==> src/hw/ibex_shell_pkg.sv <==
// Shared types and constants for the core-side shell
// Word and address types, register-file word with parity, alert group,
// scramble key defaults and the key manager state encoding
package ibex_shell_pkg;

  ////////////////////////////////////////////////////////////
  // Widths
  ////////////////////////////////////////////////////////////

  localparam int unsigned WORD_W      = 32;
  localparam int unsigned REG_ADDR_W  = 5;
  localparam int unsigned SCR_KEY_W   = 128;
  localparam int unsigned SCR_NONCE_W = 64;

  // Register count for the full and the embedded base ISA
  localparam int unsigned RF_WORDS_I = 32;
  localparam int unsigned RF_WORDS_E = 16;
  localparam int unsigned RF_ADDR_W_E = 4;

  ////////////////////////////////////////////////////////////
  // Data types
  ////////////////////////////////////////////////////////////

  typedef logic [WORD_W-1:0]      word_t;
  typedef logic [REG_ADDR_W-1:0]  reg_addr_t;
  typedef logic [SCR_KEY_W-1:0]   scr_key_t;
  typedef logic [SCR_NONCE_W-1:0] scr_nonce_t;

  // Register-file word, parity is the XOR of all data bits
  typedef struct packed {
    word_t data;
    logic  parity;
  } rf_word_t;

  // Even parity of zero data is zero
  localparam rf_word_t RF_ZERO_WORD = '{data: '0, parity: 1'b0};

  // One alert group as raised by the core or the lockstep checker
  typedef struct packed {
    logic minor;
    logic major_internal;
    logic major_bus;
  } alerts_t;

  ////////////////////////////////////////////////////////////
  // Instruction cache scrambling
  ////////////////////////////////////////////////////////////

  // Values held until the first key arrives
  localparam scr_key_t SCR_KEY_DEFAULT =
    128'h3a9f_61c2_d804_7be5_915c_0f2a_e6b3_4d78;
  localparam scr_nonce_t SCR_NONCE_DEFAULT = 64'h7c15_a9e0_38d2_f64b;

  // Key manager states
  typedef enum logic [0:0] {
    SCR_KEY_VALID = 1'b0,
    SCR_KEY_REQ   = 1'b1
  } scr_state_e;

endpackage

==> src/hw/core_status_ctrl.sv <==
// Core wake and sleep status plus alert merging
// The busy flag is registered, the debug and interrupt wakes are not
`timescale 1ns/1ps

module core_status_ctrl (
  input  logic                    clk_i,
  input  logic                    rst_ni,
  input  logic                    core_busy_i,
  input  logic                    debug_req_i,
  input  logic                    irq_pending_i,
  input  logic                    irq_nm_i,
  input  logic                    rf_err_i,
  input  ibex_shell_pkg::alerts_t core_alerts_i,
  input  ibex_shell_pkg::alerts_t lockstep_alerts_i,
  output logic                    core_sleep_o,
  output ibex_shell_pkg::alerts_t alerts_o
);

  logic core_busy_q;
  logic clock_en;

  ////////////////////////////////////////////////////////////
  // Wake logic
  ////////////////////////////////////////////////////////////

  always_ff @(posedge clk_i or negedge rst_ni) begin
    if (!rst_ni) begin
      core_busy_q <= 1'b0;
    end else begin
      core_busy_q <= core_busy_i;
    end
  end

  // Debug and interrupts wake the core without waiting a cycle
  assign clock_en = core_busy_q | debug_req_i | irq_pending_i | irq_nm_i;

  // Reported only, no clock is gated here
  assign core_sleep_o = ~clock_en;

  ////////////////////////////////////////////////////////////
  // Alert merging
  ////////////////////////////////////////////////////////////

  always_comb begin
    alerts_o.minor          = core_alerts_i.minor | lockstep_alerts_i.minor;
    // Register-file parity errors count as internal faults
    alerts_o.major_internal = core_alerts_i.major_internal |
                              lockstep_alerts_i.major_internal |
                              rf_err_i;
    alerts_o.major_bus      = core_alerts_i.major_bus | lockstep_alerts_i.major_bus;
  end

endmodule

==> src/hw/scramble_key_ctrl.sv <==
// Instruction cache scrambling key manager
// Raises a key request on an icache invalidate and holds it until a new
// key and nonce arrive, which are stored for the cache RAMs
`timescale 1ns/1ps

module scramble_key_ctrl (
  input  logic                       clk_i,
  input  logic                       rst_ni,
  input  logic                       ic_scr_key_req_i,
  input  logic                       scramble_key_valid_i,
  input  ibex_shell_pkg::scr_key_t   scramble_key_i,
  input  ibex_shell_pkg::scr_nonce_t scramble_nonce_i,
  output logic                       scramble_req_o,
  output logic                       ic_scr_key_valid_o,
  output ibex_shell_pkg::scr_key_t   key_o,
  output ibex_shell_pkg::scr_nonce_t nonce_o
);

  ibex_shell_pkg::scr_state_e state_q;
  ibex_shell_pkg::scr_state_e state_d;

  ibex_shell_pkg::scr_key_t   key_q;
  ibex_shell_pkg::scr_nonce_t nonce_q;

  ////////////////////////////////////////////////////////////
  // Request FSM
  ////////////////////////////////////////////////////////////

  always_comb begin
    state_d = state_q;
    unique case (state_q)
      ibex_shell_pkg::SCR_KEY_VALID: begin
        // Icache asks for a fresh key
        if (ic_scr_key_req_i) begin
          state_d = ibex_shell_pkg::SCR_KEY_REQ;
        end
      end
      ibex_shell_pkg::SCR_KEY_REQ: begin
        if (scramble_key_valid_i) begin
          state_d = ibex_shell_pkg::SCR_KEY_VALID;
        end
      end
      default: begin
        state_d = ibex_shell_pkg::SCR_KEY_VALID;
      end
    endcase
  end

  always_ff @(posedge clk_i or negedge rst_ni) begin
    if (!rst_ni) begin
      state_q <= ibex_shell_pkg::SCR_KEY_VALID;
    end else begin
      state_q <= state_d;
    end
  end

  // Request stays up for as long as the key is missing
  assign scramble_req_o     = (state_q == ibex_shell_pkg::SCR_KEY_REQ);
  assign ic_scr_key_valid_o = (state_q == ibex_shell_pkg::SCR_KEY_VALID);

  ////////////////////////////////////////////////////////////
  // Key and nonce storage
  ////////////////////////////////////////////////////////////

  // Any strobe loads, requested or not
  always_ff @(posedge clk_i or negedge rst_ni) begin
    if (!rst_ni) begin
      key_q   <= ibex_shell_pkg::SCR_KEY_DEFAULT;
      nonce_q <= ibex_shell_pkg::SCR_NONCE_DEFAULT;
    end else if (scramble_key_valid_i) begin
      key_q   <= scramble_key_i;
      nonce_q <= scramble_nonce_i;
    end
  end

  assign key_o   = key_q;
  assign nonce_o = nonce_q;

endmodule

==> src/hw/reg_file_parity.sv <==
// Flop-based register file, two read ports and one write port
// Each word carries an even-parity bit which is checked on both reads
`timescale 1ns/1ps

module reg_file_parity #(
  parameter bit RV32E = 1'b0
) (
  input  logic                      clk_i,
  input  logic                      rst_ni,

  // Read ports, combinational
  input  ibex_shell_pkg::reg_addr_t raddr_a_i,
  input  ibex_shell_pkg::reg_addr_t raddr_b_i,
  output ibex_shell_pkg::rf_word_t  rdata_a_o,
  output ibex_shell_pkg::rf_word_t  rdata_b_o,

  // Write port
  input  logic                      we_i,
  input  ibex_shell_pkg::reg_addr_t waddr_i,
  input  ibex_shell_pkg::rf_word_t  wdata_i,

  // Parity mismatch on either read port
  output logic                      err_o
);

  localparam int unsigned NUM_WORDS = RV32E ? ibex_shell_pkg::RF_WORDS_E :
                                              ibex_shell_pkg::RF_WORDS_I;
  // Embedded base ISA drops address bit 4
  localparam int unsigned ADDR_W = RV32E ? ibex_shell_pkg::RF_ADDR_W_E :
                                           ibex_shell_pkg::REG_ADDR_W;

  logic [NUM_WORDS-1:1]     we_dec;
  ibex_shell_pkg::rf_word_t rf_reg [NUM_WORDS];
  logic                     parity_err_a;
  logic                     parity_err_b;

  function automatic logic parity_bad(ibex_shell_pkg::rf_word_t word);
    return (^word.data) != word.parity;
  endfunction

  ////////////////////////////////////////////////////////////
  // Write decode and storage
  ////////////////////////////////////////////////////////////

  always_comb begin
    for (int unsigned i = 1; i < NUM_WORDS; i++) begin
      we_dec[i] = we_i && (waddr_i[ADDR_W-1:0] == ADDR_W'(i));
    end
  end

  // x0 has no storage, so writes to it are lost
  for (genvar i = 1; i < NUM_WORDS; i++) begin : gen_regs
    ibex_shell_pkg::rf_word_t reg_q;

    always_ff @(posedge clk_i or negedge rst_ni) begin
      if (!rst_ni) begin
        reg_q <= ibex_shell_pkg::RF_ZERO_WORD;
      end else if (we_dec[i]) begin
        reg_q <= wdata_i;
      end
    end

    assign rf_reg[i] = reg_q;
  end

  assign rf_reg[0] = ibex_shell_pkg::RF_ZERO_WORD;

  ////////////////////////////////////////////////////////////
  // Read ports and parity check
  ////////////////////////////////////////////////////////////

  assign rdata_a_o = rf_reg[raddr_a_i[ADDR_W-1:0]];
  assign rdata_b_o = rf_reg[raddr_b_i[ADDR_W-1:0]];

  // Checked on what leaves the array, so a corrupted write is caught on read
  assign parity_err_a = parity_bad(rdata_a_o);
  assign parity_err_b = parity_bad(rdata_b_o);

  assign err_o = parity_err_a | parity_err_b;

endmodule

==> src/hw/ibex_shell_top.sv <==
// Core-side shell top level
// Sleep and alert logic, parity-checked register file and the icache
// scrambling key manager, with the core's signals brought out as ports
`timescale 1ns/1ps

module ibex_shell_top (
  input  logic                      clk_i,
  input  logic                      rst_ni,

  // Wake sources and sleep status
  input  logic                      core_busy_i,
  input  logic                      debug_req_i,
  input  logic                      irq_pending_i,
  input  logic                      irq_nm_i,
  output logic                      core_sleep_o,

  // Register file, core side
  input  ibex_shell_pkg::reg_addr_t rf_raddr_a_i,
  input  ibex_shell_pkg::reg_addr_t rf_raddr_b_i,
  input  logic                      rf_we_i,
  input  ibex_shell_pkg::reg_addr_t rf_waddr_i,
  input  ibex_shell_pkg::rf_word_t  rf_wdata_i,
  output ibex_shell_pkg::rf_word_t  rf_rdata_a_o,
  output ibex_shell_pkg::rf_word_t  rf_rdata_b_o,

  // Alerts
  input  ibex_shell_pkg::alerts_t   core_alerts_i,
  input  ibex_shell_pkg::alerts_t   lockstep_alerts_i,
  output ibex_shell_pkg::alerts_t   alerts_o,

  // Scrambling key interface
  input  logic                      ic_scr_key_req_i,
  output logic                      ic_scr_key_valid_o,
  input  logic                      scramble_key_valid_i,
  input  ibex_shell_pkg::scr_key_t  scramble_key_i,
  input  ibex_shell_pkg::scr_nonce_t scramble_nonce_i,
  output logic                      scramble_req_o,
  output ibex_shell_pkg::scr_key_t  scr_key_o,
  output ibex_shell_pkg::scr_nonce_t scr_nonce_o
);

  // Parity error from the register file, feeds the major internal alert
  logic rf_err;

  ////////////////////////////////////////////////////////////
  // Sleep and alerts
  ////////////////////////////////////////////////////////////

  core_status_ctrl u_core_status_ctrl (
    .clk_i            (clk_i),
    .rst_ni           (rst_ni),
    .core_busy_i      (core_busy_i),
    .debug_req_i      (debug_req_i),
    .irq_pending_i    (irq_pending_i),
    .irq_nm_i         (irq_nm_i),
    .rf_err_i         (rf_err),
    .core_alerts_i    (core_alerts_i),
    .lockstep_alerts_i(lockstep_alerts_i),
    .core_sleep_o     (core_sleep_o),
    .alerts_o         (alerts_o)
  );

  ////////////////////////////////////////////////////////////
  // Register file
  ////////////////////////////////////////////////////////////

  reg_file_parity #(
    .RV32E(1'b0)
  ) u_reg_file_parity (
    .clk_i    (clk_i),
    .rst_ni   (rst_ni),
    .raddr_a_i(rf_raddr_a_i),
    .raddr_b_i(rf_raddr_b_i),
    .rdata_a_o(rf_rdata_a_o),
    .rdata_b_o(rf_rdata_b_o),
    .we_i     (rf_we_i),
    .waddr_i  (rf_waddr_i),
    .wdata_i  (rf_wdata_i),
    .err_o    (rf_err)
  );

  ////////////////////////////////////////////////////////////
  // Scrambling key manager
  ////////////////////////////////////////////////////////////

  scramble_key_ctrl u_scramble_key_ctrl (
    .clk_i               (clk_i),
    .rst_ni              (rst_ni),
    .ic_scr_key_req_i    (ic_scr_key_req_i),
    .scramble_key_valid_i(scramble_key_valid_i),
    .scramble_key_i      (scramble_key_i),
    .scramble_nonce_i    (scramble_nonce_i),
    .scramble_req_o      (scramble_req_o),
    .ic_scr_key_valid_o  (ic_scr_key_valid_o),
    .key_o               (scr_key_o),
    .nonce_o             (scr_nonce_o)
  );

endmodule

==> config.mk <==
export PLATFORM = sky130hd
export DESIGN_NAME = ibex_shell_top
export DESIGN_NICKNAME = d
export VERILOG_FILES = /design/src/hw/ibex_shell_pkg.sv /design/src/hw/core_status_ctrl.sv /design/src/hw/scramble_key_ctrl.sv /design/src/hw/reg_file_parity.sv /design/src/hw/ibex_shell_top.sv
export SDC_FILE = /design/constraint.sdc
export NUM_CORES = 2
export LEC_CHECK = 0
export CORE_MARGIN = 2
export CORE_UTILIZATION = 38
export DETAILED_ROUTE_END_ITERATION = 8
export DONT_BUFFER_PORTS = 1
export PLACE_DENSITY_LB_ADDON = 0.08
export SYNTH_ARGS = -nofsm -noshare
export SYNTH_HDL_FRONTEND = slang
export SYNTH_HIERARCHICAL = 1
export SYNTH_SLANG_ARGS = --single-unit
==> constraint.sdc <==
create_clock -name clk_i -period 13.3 [get_ports clk_i]
set_input_delay 1.995 -clock clk_i [delete_from_list [all_inputs] [get_ports clk_i]]
set_output_delay 1.995 -clock clk_i [all_outputs]
set_load 0.01 [all_outputs]
* Word level (Yosys, flattened, before mapping)
Cells that the tools add are included.
** Cells by class
- Muxes and demuxes :: 9
- Bitwise operators :: 12
- Eq/ne operators :: 33
- Reduce and logical (&&, ||, !) cells :: 33
- $lt $le $gt $ge :: 2
** Operators with widths (number)
- binary-select mux 33 bit (select 5 bit) :: 2
- 2-to-1 mux 33 bit :: 4
- equality test 5 bit (second input constant) :: 16
- XOR reduction 32 bit :: 2
- equality test 5 x 4 -> 1 bit (second input constant) :: 8
- logical AND 1 bit :: 31
- equality test 5 x 3 -> 1 bit (second input constant) :: 4
- >= comparator 6 bit (second input constant) :: 2
- NOT 5 -> 6 bit :: 2
- equality test 5 x 2 -> 1 bit (second input constant) :: 2
- bitwise OR 1 bit :: 8
- equality test 5 x 1 -> 1 bit (second input constant) :: 1
- 2-to-1 mux 1 bit :: 2
- inequality test 1 bit :: 2
- NOT 1 bit :: 2
- one-hot mux 1 bit (2 select lines) :: 1
** Storage, ports and cells
- Word-level logic and storage cells :: 155
- Flip-flop bits (word level) :: 1217
- Output and inout port bits :: 264

* Depth between registers and ports, before layout
- Word-level depth :: 8
- Mapped depth :: 20

* By module
The synthesis kept the hierarchy.
** By module, submodules not included
- reg_file_parity :: cells an instance 3775, times used 1, area each 55789.8 µm²
- scramble_key_ctrl :: cells an instance 409, times used 1, area each 7343.3 µm²
- core_status_ctrl :: cells an instance 5, times used 1, area each 50.0 µm²

* Worst setup path before layout
No wires, ideal clock.
- Path kind :: input -> output
- Start :: input port rf_raddr_a_i[1]
- End :: output port alerts_o[1] (netlist name)
- Data arrival time :: 5.455 ns
- Required time :: 11.305 ns
- Stages :: 12
- Slack :: 5.850 ns
- Cells stage by stage :: buf_4 > clkbuf_1 > mux4_2 > mux4_2 > mux2_2 > xnor2_1 > xnor3_1 > xnor3_1 > xor3_1 > xor3_1 > nand2_1 > or3_1
** RTL lines
- from (decl) :: RTL line ibex_shell_top.sv:18 : input ibex_shell_pkg::reg_addr_t rf_raddr_a_i,
- to (decl) :: RTL line ibex_shell_top.sv:29 : output ibex_shell_pkg::alerts_t alerts_o,

==> flow_summary_export.csv <==
group,metric,value,unit
run_status,status,"completed",
routing,drt_wl_total,217200,um
setup_path,crit_path_max_fanout,142,
clock_network,cts_resized,0,
routing,vias,37886,
logic_synthesis,synth_top_family_by_area,"multiplexers",
place,dp.final_hpwl,114700,um
setup_path,startpoint_type,"input port",
timing,finalCriticalPeriod,9.354,ns
logic_synthesis,synth_simple_gate_area_share,1.820,%
global_route,overflow,0,
pwr,leakage,29.45,nW
logic_synthesis,synthCells,4189,
setup_path,r2r_slack,12.39,ns
clock_network,clk_path_buf_depth,3,
timing,finalMaxSlewViolations,0,
logic_synthesis,syn_nets,4444,
pwr,p_per_area,162.6,mW/mm2
routing,postRouteAntennaNets,0,
logic_synthesis,synth_cell_types,57,
setup_path,r2r_cells,1,
die,core,0.1650,mm2
clock_network,cts-root-buf,"clkbuf_16",
setup_path,cp.required,11.31,ns
global_route,grt_antenna_before_repair,15,
clock_network,cts_setup_buffers,0,
routing,drc,0,
logic_synthesis,synth_adder_area_share,0,%
final_layout,drive_above_1_share,52.77,%
hold_path,hold_depth,1,
timing,worst_slew_pin_slew,1.312,ns
timing,max_slew_margin,12.52,%
clock_network,clkTransAtPathRegs,0.05,ns
pwr,power,11.29,mW
clock_network,worst_skew_pair.late_latency,0.78,ns
logic_synthesis,synth_compound_area_share,4.167,%
final_layout,fillers,15059,
setup_path,cp-startpoint,"rf_raddr_a_i[0]",
global_route,grt_pass1_vias,38823,
logic_synthesis,syn-cell-area,0.06318,mm2
setup_path,crit_arrival,7.36,ns
flow_run,cap_violations,0,
clock_network,clock_sinks,1217,
logic_synthesis,synth_enable_flop_cells,0,
timing,fin_worst_skew,0,ns
setup_path,crit_path_end,"alerts_o[1]",
timing,post-route-period-util,70.33,%
die,dieArea,0.1696,mm2
pwr,irDropWorstVdd,0.0001193,V
global_route,grt_usage,25.41,%
final_layout,fin_nets,4228,
routing,drtIter0Drc,2856,
hold_path,holdCritPathClass,"reg2reg",
routing,wl_per_cell,34.53,um
setup_path,r2r-start,"u_scramble_key_ctrl/nonce_o[8]",
timing,rsz0062_at_grt,"no",
place,place_area,0.06419,mm2
setup_path,r2r_end,"u_scramble_key_ctrl/nonce_o[8]",
logic_synthesis,muxShareOfSynthArea,40.77,%
logic_synthesis,syn_area_per_cell,15.08,um2
final_layout,synthToLayoutAreaGrowth,9.870,%
place,portBuffers,0,
die,num_io_pins,519,
logic_synthesis,yosysTopAreaCell,"dfrtp_1",
routing,vias_per_cell,6.022,
clock_network,htree_num_levels,4,
logic_synthesis,synth_xor_area_share,1.038,%
final_layout,postLayoutCellArea,0.06942,mm2
setup_path,cp-end-kind,"output pin",
timing,max_freq,0.1069,GHz
die,rows,149,
global_route,grt_max_degree,1218,
global_route,grt_pass1_wl,307300,um
die,die_w,411.8,um
die,die_y,411.8,um
clock_network,cts_made_buffers,147,
clock_network,cts_tree,"built",
routing,drt-pass1-iter-count,5,
timing,setup_tns,0,ns
logic_synthesis,synth.top_cell.area_share,44.40,%
logic_synthesis,yosys-top-cells-area,"dfrtp_1 (44%), mux2_2 (23%), mux4_2 (15%)",
logic_synthesis,async_reset_ff_share,100.0,%
timing,hold_viol,0,
logic_synthesis,synth_flop_cell,"dfrtp_1",
clock_network,postCtsHoldBufs,0,
place,globalplace.congestion,0.7730,
logic_synthesis,synth_seq_cells,1217,
setup_path,worstSetupPathType,"in2out",
timing,setup-violations-final,0,
logic_synthesis,yosysSeqAreaShare,48.39,%
logic_synthesis,ys_warn_count,6,
die,start_util,38.30,%
==> synth_stat cells, types with 27 or more instances <==
| library cell | n |
|---|---|
| dfstp_2 | 96 |
| o22ai_1 | 49 |
| mux2i_1 | 166 |
| mux4_2 | 412 |
| nand2_1 | 70 |
| buf_1 | 45 |
| nor2_1 | 109 |
| buf_2 | 38 |
| o21ai_0 | 27 |
| a21oi_1 | 43 |
| mux2_2 | 1295 |
| buf_6 | 48 |
| o221ai_1 | 58 |
| buf_4 | 47 |
| dfrtp_1 | 1121 |
| clkbuf_1 | 227 |
| a22o_1 | 51 |
| a22oi_1 | 29 |
==> power by group <==
group | internal (mW) | switching (mW)
clock | 2.52 | 1.66
combinational | 1.32 | 0.880
sequential | 4.40 | 0.504
total | 8.24 | 3.05
==> through the flow <==
step / hold WS [ns] / utilization, % / setup slack, ns / std cells
global route: 0.5329 / 42.07 / 3.800 / 6289
detailed placement: 0.5074 / 38.90 / 4.360 / 6006
floorplan: 0.4882 / - / 5.850 / 4189
finish: 0.5188 / 42.07 / 3.946 / 6291
CTS: 0.5201 / 41.95 / 4.362 / 6277
global placement: 0.5008 / 38.90 / 4.320 / 6006
==> layout by cell type (no fill, tap or decap), drive strengths merged, types with 14 or more instances in the layout <==
master,count
inv,20
o21ai,27
nand3,20
dfrtp,1121
o31ai,16
a221oi,23
a21oi,43
a22o,51
nand2,70
o22ai,49
buf,56
dfstp,96
clkinv,20
xnor2,27
mux2i,166
o221ai,58
a211o,14
mux2,1295
nor2,109
a211oi,17
clkbuf,226
mux4,421
a22oi,29
==> cell type report <==
cell class	count	area (um2)	area share, %
antenna	7	17.52	0.02523
clock inverter	45	571.8	0.8237
sequential	1217	30570	44.04
tap	2189	2739	3.945
clock buffer	226	4448	6.407
multi-input combinational	2542	30470	43.89
inverter	9	38.79	0.05587
timing repair buffer	56	560.5	0.8075
==> routing by layer <==
metal	global-route usage (%)	up-vias	share of wire, %
met5	0	-	0
met2	41.86	1117	49
met1	33.96	20898	43
met4	6.764	0	2.5
li1	-	15624	-
met3	5.392	247	6.4
==> logic make-up after synthesis <==
| kind of cell | count (synthesis) |
|---|---|
| AND/OR/NAND/NOR | 260 |
| AO/OA/AOI/OAI | 352 |
| buffers and inverters | 430 |
| XOR/XNOR | 48 |
| multiplexers | 1882 |
| flip-flops | 1217 |
==> critical path, cell delays in order <==
cell and delay (ns):
buf_16 0.64, buf_16 0.64, mux2i_1 0.18, o221ai_1 0.28, o22ai_1 0.14, a211oi_1 0.43
a31o_2 0.34, xnor2_1 0.13, xnor2_1 0.38, xor3_1 0.52, xor3_1 0.44, nand2_1 0.20
or3_1 0.42
==> flip-flops by register name, indices dropped and copies added, names as in the netlist <==
register	flops
u_core_status_ctrl/core_busy_q	1
u_reg_file_parity/gen_regs.reg_q	1023
u_scramble_key_ctrl/key_o	128
u_scramble_key_ctrl/nonce_o	64
u_scramble_key_ctrl/scramble_req_o	1
==> worst min path at each step <==
| stage | startpoint | to | slack, ns |
|---|---|---|---|
| 2_1_floorplan | u_reg_file_parity/gen_regs[18].reg_q[19] | u_reg_file_parity/gen_regs[18].reg_q[19] | 0.49 |
| 3_3_place_gp | u_reg_file_parity/gen_regs[3].reg_q[14] | u_reg_file_parity/gen_regs[3].reg_q[14] | 0.50 |
| 5_1_grt | u_reg_file_parity/gen_regs[14].reg_q[25] | u_reg_file_parity/gen_regs[14].reg_q[25] | 0.53 |
| 4_1_cts | u_reg_file_parity/gen_regs[10].reg_q[8] | u_reg_file_parity/gen_regs[10].reg_q[8] | 0.52 |
| 3_5_place_dp | u_reg_file_parity/gen_regs[10].reg_q[8] | u_reg_file_parity/gen_regs[10].reg_q[8] | 0.51 |
| 6_report | u_reg_file_parity/gen_regs[18].reg_q[4] | u_reg_file_parity/gen_regs[18].reg_q[4] | 0.52 |
No activity file was read; power rests on OpenSTA's default activity.
